==> src/verilog/dma_pkg.sv <==
// --------------------------------------
// cache dma bridge definitions
// word and address widths, block geometry
// and the column channel states
// --------------------------------------
package dma_pkg;

  localparam int data_width_lp       = 32;
  localparam int block_words_lp      = 4;
  localparam int block_addr_width_lp = 8;  // 256 blocks
  localparam int word_addr_width_lp  = block_addr_width_lp + $clog2(block_words_lp);
  localparam int mem_words_lp        = 1 << word_addr_width_lp;

  typedef logic [data_width_lp-1:0]           word_t;
  typedef logic [block_addr_width_lp-1:0]     block_addr_t;
  typedef logic [word_addr_width_lp-1:0]      word_addr_t;
  typedef logic [$clog2(block_words_lp)-1:0]  word_idx_t;

  // offset of the final word in a block
  localparam word_idx_t last_word_idx_lp = word_idx_t'(block_words_lp - 1);

  typedef enum logic [2:0] {
    idle,
    evict_collect,  // gathering evict words from the cache
    wait_grant,
    write_words,
    read_words,
    done            // draining the last fill word
  } chan_state_e;

endpackage

==> src/verilog/dma_mem_if.sv <==
// --------------------------------------
// channel to arbiter memory link
// one block owner issues word accesses
// --------------------------------------
`timescale 1ns/1ps

interface dma_mem_if;

  logic                req;
  logic                gnt;
  logic                we;
  dma_pkg::word_addr_t addr;
  dma_pkg::word_t      wdata;
  logic                word_v;   // one access this cycle
  dma_pkg::word_t      rdata;
  logic                rdata_v;  // one cycle after a read word_v
  logic                last;

  modport channel (
    output req, we, addr, wdata, word_v, last,
    input  gnt, rdata, rdata_v
  );

  modport arbiter (
    input  req, we, addr, wdata, word_v, last,
    output gnt, rdata, rdata_v
  );

endinterface

==> src/verilog/dma_channel.sv <==
// --------------------------------------
// column dma channel
// accepts one fill or evict packet, then
// streams the block words over the
// memory link while it holds the grant
// --------------------------------------
`timescale 1ns/1ps

module dma_channel (
  input  logic                 core_clk,
  input  logic                 arst_n_i,
  // packet
  input  logic                 dma_pkt_v_i,
  input  logic                 dma_pkt_write_i,
  input  dma_pkg::block_addr_t dma_pkt_addr_i,
  output logic                 dma_pkt_yumi_o,
  // evict data
  input  logic                 evict_v_i,
  input  dma_pkg::word_t       evict_data_i,
  output logic                 evict_yumi_o,
  // fill data
  output logic                 fill_v_o,
  output dma_pkg::word_t       fill_data_o,
  input  logic                 fill_ready_i,
  // memory
  dma_mem_if.channel           mem
);

  dma_pkg::chan_state_e state_r;
  dma_pkg::word_idx_t   idx_r;
  logic                 yumi_r;
  logic                 pending_r;   // read in flight
  logic                 fill_v_r;
  dma_pkg::word_t       fill_data_r;
  logic                 pkt_write_r;
  dma_pkg::block_addr_t pkt_addr_r;
  dma_pkg::word_t       evict_buf_r [dma_pkg::block_words_lp];

  logic pkt_take;
  logic evict_take;
  logic rd_issue;
  logic last_idx;

  assign pkt_take   = (state_r == dma_pkg::idle) & dma_pkt_v_i;
  assign evict_take = (state_r == dma_pkg::evict_collect) & evict_v_i;
  assign rd_issue   = (state_r == dma_pkg::read_words) & ~pending_r & ~fill_v_r;
  assign last_idx   = (idx_r == dma_pkg::last_word_idx_lp);

  assign dma_pkt_yumi_o = yumi_r;
  assign evict_yumi_o   = evict_take;
  assign fill_v_o       = fill_v_r;
  assign fill_data_o    = fill_data_r;

  assign mem.req    = (state_r == dma_pkg::wait_grant)
                    | (state_r == dma_pkg::write_words)
                    | (state_r == dma_pkg::read_words);
  assign mem.we     = pkt_write_r;
  assign mem.addr   = {pkt_addr_r, idx_r};
  assign mem.wdata  = evict_buf_r[idx_r];
  assign mem.word_v = (state_r == dma_pkg::write_words) | rd_issue;
  assign mem.last   = mem.word_v & last_idx;

  always_ff @(posedge core_clk or negedge arst_n_i) begin
    if (!arst_n_i) begin
      state_r   <= dma_pkg::idle;
      idx_r     <= '0;
      yumi_r    <= 1'b0;
      pending_r <= 1'b0;
      fill_v_r  <= 1'b0;
    end else begin
      yumi_r <= pkt_take;  // single pulse, state leaves idle

      if (rd_issue) begin
        pending_r <= 1'b1;
      end else if (mem.rdata_v) begin
        pending_r <= 1'b0;
      end

      if (fill_v_r && fill_ready_i) fill_v_r <= 1'b0;
      if (mem.rdata_v)               fill_v_r <= 1'b1;

      case (state_r)
        dma_pkg::idle: begin
          idx_r <= '0;
          if (dma_pkt_v_i) begin
            state_r <= dma_pkt_write_i ? dma_pkg::evict_collect : dma_pkg::wait_grant;
          end
        end
        dma_pkg::evict_collect: begin
          if (evict_v_i) begin
            idx_r <= idx_r + 1'b1;  // wraps back to offset 0
            if (last_idx) state_r <= dma_pkg::wait_grant;
          end
        end
        dma_pkg::wait_grant: begin
          if (mem.gnt) begin
            state_r <= pkt_write_r ? dma_pkg::write_words : dma_pkg::read_words;
          end
        end
        dma_pkg::write_words: begin
          idx_r <= idx_r + 1'b1;
          if (last_idx) state_r <= dma_pkg::done;
        end
        dma_pkg::read_words: begin
          if (rd_issue) begin
            idx_r <= idx_r + 1'b1;
            if (last_idx) state_r <= dma_pkg::done;
          end
        end
        default: begin
          // wait for the final fill word to leave
          if (!pending_r && !fill_v_r) state_r <= dma_pkg::idle;
        end
      endcase
    end
  end

  always_ff @(posedge core_clk) begin
    if (pkt_take) begin
      pkt_write_r <= dma_pkt_write_i;
      pkt_addr_r  <= dma_pkt_addr_i;
    end
    if (evict_take)  evict_buf_r[idx_r] <= evict_data_i;
    if (mem.rdata_v) fill_data_r        <= mem.rdata;
  end

  a_fill_hold: assert property (@(posedge core_clk) disable iff (!arst_n_i)
    fill_v_o && !fill_ready_i |=> fill_v_o && $stable(fill_data_o))
    else $error("fill word changed or dropped before fill_ready");

  // arbiter must keep the grant for the whole block
  a_word_gnt: assert property (@(posedge core_clk) disable iff (!arst_n_i)
    mem.word_v |-> mem.gnt)
    else $error("word access issued without grant");

endmodule

==> src/flat_wrapper.sv <==
// flat-port wrapper written by rule: the top's interface ports become plain ports
module dma_channel_flat 
  (core_clk, arst_n_i, dma_pkt_v_i, dma_pkt_write_i, dma_pkt_addr_i, dma_pkt_yumi_o, evict_v_i, evict_data_i, evict_yumi_o, fill_v_o, fill_data_o, fill_ready_i, mem_req, mem_we, mem_addr, mem_wdata, mem_word_v, mem_last, mem_gnt, mem_rdata, mem_rdata_v);
  dma_mem_if mem_i ();
  input  logic core_clk;
  input  logic arst_n_i;
  input  logic dma_pkt_v_i;
  input  logic dma_pkt_write_i;
  input  dma_pkg::block_addr_t dma_pkt_addr_i;
  output logic dma_pkt_yumi_o;
  input  logic evict_v_i;
  input  dma_pkg::word_t evict_data_i;
  output logic evict_yumi_o;
  output logic fill_v_o;
  output dma_pkg::word_t fill_data_o;
  input  logic fill_ready_i;
  output wire logic [$bits(mem_i.req)-1:0] mem_req;
  output wire logic [$bits(mem_i.we)-1:0] mem_we;
  output wire logic [$bits(mem_i.addr)-1:0] mem_addr;
  output wire logic [$bits(mem_i.wdata)-1:0] mem_wdata;
  output wire logic [$bits(mem_i.word_v)-1:0] mem_word_v;
  output wire logic [$bits(mem_i.last)-1:0] mem_last;
  input wire logic [$bits(mem_i.gnt)-1:0] mem_gnt;
  input wire logic [$bits(mem_i.rdata)-1:0] mem_rdata;
  input wire logic [$bits(mem_i.rdata_v)-1:0] mem_rdata_v;
  assign mem_req = mem_i.req;
  assign mem_we = mem_i.we;
  assign mem_addr = mem_i.addr;
  assign mem_wdata = mem_i.wdata;
  assign mem_word_v = mem_i.word_v;
  assign mem_last = mem_i.last;
  assign mem_i.gnt = mem_gnt;
  assign mem_i.rdata = mem_rdata;
  assign mem_i.rdata_v = mem_rdata_v;
  dma_channel u_core (.core_clk(core_clk), .arst_n_i(arst_n_i), .dma_pkt_v_i(dma_pkt_v_i), .dma_pkt_write_i(dma_pkt_write_i), .dma_pkt_addr_i(dma_pkt_addr_i), .dma_pkt_yumi_o(dma_pkt_yumi_o), .evict_v_i(evict_v_i), .evict_data_i(evict_data_i), .evict_yumi_o(evict_yumi_o), .fill_v_o(fill_v_o), .fill_data_o(fill_data_o), .fill_ready_i(fill_ready_i), .mem(mem_i));
endmodule
==> config.mk <==
export PLATFORM = sky130hd
export DESIGN_NAME = dma_channel_flat
export DESIGN_NICKNAME = d
export VERILOG_FILES = /design/src/verilog/dma_pkg.sv /design/src/verilog/dma_mem_if.sv /design/src/verilog/dma_channel.sv /design/src/flat_wrapper.sv
export SDC_FILE = /design/constraint.sdc
export NUM_CORES = 1
export LEC_CHECK = 0
export BUFFER_PORTS_ARGS = -buffer_cell sky130_fd_sc_hd__buf_2
export CAP_MARGIN = 25
export CORE_UTILIZATION = 45
export DETAILED_ROUTE_END_ITERATION = 7
export PLACE_DENSITY = 0.79
export SYNTH_ARGS = -nofsm -noshare
export SYNTH_HDL_FRONTEND = slang
export SYNTH_SLANG_ARGS = --single-unit
==> constraint.sdc <==
create_clock -name core_clk -period 3.6 [get_ports core_clk]
set_input_delay 0.36 -clock core_clk [delete_from_list [all_inputs] [get_ports core_clk]]
set_output_delay 0.36 -clock core_clk [all_outputs]
set_load 0.02 [all_outputs]
; ---- Word-level counts from Yosys, hierarchy flattened
; Memory sizes are Yosys's and may differ from the RTL's.
; Index checks and enable logic that the tools add are counted.
[classes]
n_addsub = 1
mul = 0
div = 0
order_cmp = 0
n_eq_ne = 10
n_shift = 0
n_mux = 19
bitwise = 10
reduce_logical = 11
[op_table]
columns = operator, count
row1 = 2-to-1 mux 3 bit, 8
row2 = case mux 3 bit (5 select lines), 1
row3 = case mux 2 bit (4 select lines), 1
row4 = "equality test 3 x 2 -> 1 bit, second input constant", 2
row5 = 2-to-1 mux 1 bit, 6
row6 = 2-to-1 mux 2 bit, 3
row7 = "!= test 2 bit, second input constant", 3
row8 = AND reduction 6 bit, 1
row9 = nonzero test 6 bit, 1
row10 = bitwise AND 1 bit, 5
row11 = "!= test 2 x 1 -> 1 bit, second input constant", 2
row12 = nonzero test 2 bit, 2
row13 = nonzero test 4 bit, 1
row14 = "equality test 3 x 1 -> 1 bit, second input constant", 1
row15 = "equality test 3 bit, second input constant", 1
row16 = zero test 3 bit, 1
row17 = bitwise OR 1 bit, 3
row18 = AND reduction 3 bit, 1
row19 = "adder 2 x 1 -> 2 bit, second input constant", 1
row20 = "equality test 2 bit, second input constant", 1
row21 = logical AND 1 bit, 2
row22 = zero test 1 bit, 2
row23 = inverter 1 bit, 2
[word_totals]
register_bits = 49
latch_bits = 0
mem_bits_rw = 128
romBits = 0
in_bits = 80
mem_count = 1
[mem_list]
columns = memory, words, word_bits, rd, rd_ports_with_merged_regs, wr, line
row1 = u_core.evict_buf_r, 4, 32, 1, 0, 1, dma_channel.sv:37  ; dma_pkg::word_t evict_buf_r [dma_pkg::block_words_lp];

; ---- Longest topological paths before layout
[depth]
word_depth = 5
ltp_mapped = 5
mapped_depth_nobuf = 4

; ---- Worst setup path after synthesis
; No wires, ideal clock.
[synth_path]
path_kind = register to register
start = reg u_core.state_r[1]
end = mem u_core.evict_buf_r[2][0] (netlist bit), enable pin
setup_time_ps = 392
arrival_time_ps = 2118
required_time_ps = 3208
slack_ps = 1090
path_stages_with_launch = 4
period_less_slack_ps = 2510
cell_sequence = dfrtp_1 > clkbuf_1 > nor3_1 > and2_1
[synth_via]
elab_chain_len = 4
[synth_lines]
columns = item, line
row1 = "start, declared", dma_channel.sv:29  ; dma_pkg::chan_state_e state_r;
row2 = "start signal, assigned", dma_channel.sv:65  ; state_r <= dma_pkg::idle;
row3 = "start signal, assigned", dma_channel.sv:86  ; state_r <= dma_pkt_write_i ? dma_pkg::evict_collect : dma_pkg::wait_grant;
row4 = "start signal, assigned", dma_channel.sv:92  ; if (last_idx) state_r <= dma_pkg::wait_grant;
row5 = equality test 3 x 1 -> 1 bit, dma_channel.sv:45  ; assign evict_take = (state_r == dma_pkg::evict_collect) & evict_v_i;
row6 = bitwise AND 1 bit, dma_channel.sv:45
row7 = net evict_yumi_o, flat_wrapper.sv:13  ; output logic evict_yumi_o;
row8 = 2-to-1 mux 1 bit, dma_channel.sv:123  ; if (evict_take) evict_buf_r[idx_r] <= evict_data_i;
row9 = 2-to-1 mux 1 bit (implied by the code), dma_channel.sv:123
row10 = "end, declared", dma_channel.sv:37
; The timed path passes the listed nets, and every way through them passes these cells.

; ---- Worst setup path after layout
[layout_path]
start = reg u_core.idx_r[0]
end = out mem_wdata[4]
[layout_via]
elab_chain_len = 1
[layout_lines]
columns = item, line
row1 = "start, declared", dma_channel.sv:30  ; dma_pkg::word_idx_t idx_r;
row2 = "start signal, assigned", dma_channel.sv:91  ; idx_r <= idx_r + 1'b1;
row3 = "start signal, assigned", dma_channel.sv:101  ; idx_r <= idx_r + 1'b1;
row4 = "start signal, assigned", dma_channel.sv:106  ; idx_r <= idx_r + 1'b1;
row5 = memory (4 x 32 bit), n/a
row6 = "end, declared", flat_wrapper.sv:20  ; output wire logic [$bits(mem_i.wdata)-1:0] mem_wdata;
; No other way between the ends.

==> metrics.md <==
| Metric | Value |
|---|---|
| WL per Instance | roughly 19 um |
| Critical path class | flip-flop to output port |
| Global placement routability congestion | a little under 0.8 |
| Status | finished, final reports clean |
| Drt pass-1 iters | 4 |
| R2R Setup Slk | 1210 ps |
| Compound-gate portion of the synthesized area | 1.563% |
| Number of global-route vias before repair | roughly 3,400 |
| CP startpoint kind | flip-flop |
| # resized after CTS | 0 |
| DP Area | about 0.0074 mm2 |
| Later-pin clock latency in the skew report | 420 ps |
| Final Max Tran Viols | 0 |
| Hold/Removal Path Class | input pin to flip-flop |
| Power Density | 722.8 mW/mm2 |
| Antenna violations before repair | 1 |
| Synth top area share | about 79% |
| Crit Path Max Fanout | 29 |
| # IOs | 161 |
| Fmax | between 300 and 400 MHz |
| Total die area | 0.01471 mm2 |
| Core area | roughly 0.014 mm2 |
| Largest net degree at the start of global routing | 37 |
| DRC viols | 0 |
| Mux cell area share after synthesis | between 10% and 20% |
| Fin. Hold Viols | 0 |
| CTS HTree Levels | 4 |
| Worst Path Arrival | approximately 2500 ps |
| IO buf count | 160 |
| Final setup fails | 0 |
| Hpwl dp | slightly below 8000 um |
| Cells after Synth | 270 |
| Clock skew | 7.235 ps |
| Mapped Area | between 0.006 and 0.007 mm2 |
| RSZ-0062 raised after global routing | no |
| CTS tree | built |
| Initial core utilization | 46.14% |
| Leakage power | between 2 and 3 nW |
| Clock buffer depth | 2 |
| ANT cells | 0 |
| Final setup TNS | 0 ps |
| Total CTS buffers | 17 |
| Ys Warns | 0 |
| Worst hold margin | approximately 110 ps |
| Final core occ | 57.58% |
| Critical path endpoint category | output port |
| Final #Nets | 525 |
| Placed instance count | between 600 and 700 |
| Yosys reg bits | between 150 and 200 |
| First-pass GRT wire length | between 15,000 and 20,000 um |
| Xor-xnor portion of the synthesized cell area | 0% |
| Crit path required time | approximately 3200 ps |
| Final ANT Viol Nets | 0 |
| Post-Synth Adder-Cell Area | less than 1% |
| Post-Route WL | around 12,000 um |
| Max-slew headroom | about two fifths |
| Period Utilization, post-route | roughly four fifths |
| Fin cells | between 600 and 700 |
| GRT Residual Overflow | 0 |
| Min cycle time layout | about 2800 ps |
| Worst slew pin tran | ~900 ps |
| Largest cells by area after synthesis | edfxtp_1 (79%), mux4_2 (11%), dfrtp_1 (3.1%), ha_1 (0.78%), and2_1 (0.39%) |
| Max Cap Viol | 0 |
| Clk root buf | clkbuf_16 |
| Peak supply drop | around 0.43 mV |
| Global-route usage over all layers | 17.34% |
| Via density | 5.038 |
| Postcts setup bufs | 0 |
| Largest family of logic cells by synthesized area | multiplexers |
| Share of layout cells above drive strength 1 | about 52% |
| Count of different cell masters after synthesis | 28 |
| Iteration-0 DRC Markers | about 200 |
| Register area share after synthesis | between 80% and 90% |
| Cell taking the most area after synthesis | edfxtp_1 |
| Commonest non-fill, non-tap cell in the layout | edfxtp_1 |
| Syn nets | around 350 |
| Die height | 121.3 um |
| Die X | 121.3 um |
| Site Rows | between 40 and 50 |
| Area Growth Syn to Fin | 24.79% |
| Clock Sinks | 177 |
| Worst-path clk slew | around 60 ps |
| Commonest non-fill, non-tap cells in the layout | edfxtp_1 (169), buf_2 (161), mux4_2 (32) |
| Synth Area in Simple Gates | between 1.5 and 2% |
| Syn_area_per_cell | around 24 um2 |
| Finished Cell Area | around 0.0080 mm2 |
| Via total after detailed routing | roughly 3,200 |
[power breakdown]
group	switching [mW]	total [mW]	internal, mW
clock	0.720	1.80	1.08
sequential	0.213	2.66	2.45
combinational	0.719	1.32	0.597
[layout make-up]
| class | instances | area, um2 |
|---|---|---|
| inverters | 6 | 22.52 |
| well taps | 180 | 225.2 |
| clock inverters | 9 | 108.9 |
| clock buffers | 23 | 478.0 |
| multi-input cells | 76 | 1057 |
| repair buffers | 163 | 823.3 |
| fillers | 1049 | 5888 |
| flip-flops and latches | 177 | 5278 |
[path summary, 6_finish.rpt]
kind,from,cells past startpoint,endpoint
min reg2reg,u_core.fill_v_o,1,u_core.fill_v_o
min in group asynchronous,arst_n_i,2,u_core.fill_v_o
min,mem_rdata[27],1,u_core.fill_data_o[27]
max reg2reg,u_core.idx_r[1],2,u_core.evict_buf_r[3][13]
max in group asynchronous,arst_n_i,2,u_core.idx_r[1]
max,u_core.idx_r[0],3,mem_wdata[4]
[cells in the mapped netlist]
library cell  count
o31ai_1           2
nand2_1           4
dfrtp_1           8
o21ai_4           1
or3_4             1
ha_1              4
a21oi_1           3
inv_1             6
buf_6             1
a21o_1            1
buf_2             5
nor2_1            5
clkbuf_1          5
mux2_4            1
or3b_4            1
mux2_2            2
edfxtp_1        169
mux2i_1           2
and2_2            1
o21ai_0           3
nand2b_1          2
o211ai_1          1
and2_1            4
a221oi_1          1
mux4_2           32
a311oi_2          1
nor3_1            3
or2b_1            1
[critical path, cell delays in order, from the launching register on]
cell and delay, ps:
dfrtp_2 940, buf_4 370, mux4_2 530, buf_2 170
[per-layer routing]
layer  vias to the layer above  wire, um  GRT usage [%]
met1                      1587      4538          19.60
met5                         -         8              0
met4                         2       109          5.324
met2                       140      6365          30.29
met3                        14       894          6.485
li1                       1451         -              -
[metrics by stage]
stage	power, mW	setup slack [ps]
6_report	5.777	784.8
5_1_grt	6.009	604.6
4_1_cts	5.842	682.4
3_5_place_dp	4.054	1128
3_3_place_gp	4.013	1160
2_1_floorplan	3.597	1090
[state kept, by name (all words and copies together) (netlist names)]
name,cells
u_core.pkt_addr_r,8
u_core.evict_buf_r,128
u_core.dma_pkt_yumi_o,1
u_core.pending_r,1
u_core.state_r,3
u_core.fill_v_o,1
u_core.idx_r,2
u_core.mem.we,1
u_core.fill_data_o,32
[cells by family (layout without fill, tap and decap cells)]
group                    count (synthesis)  count (layout)
AND/OR/NAND/NOR                         22              22
buffers and inverters                   17             201
adder cells (fa/ha/maj)                  4               4
flip-flops                             177             177
multiplexers                            37              37
AO/OA/AOI/OAI                           13              13
[repair_timing]
| item | CTS | global route |
|---|---|---|
| setup endpoints to repair | 0 | 0 |
| hold buffers | 1 | 0 |
| hold endpoints to repair | 8 | 0 |
(Power assumes the default switching activity.)
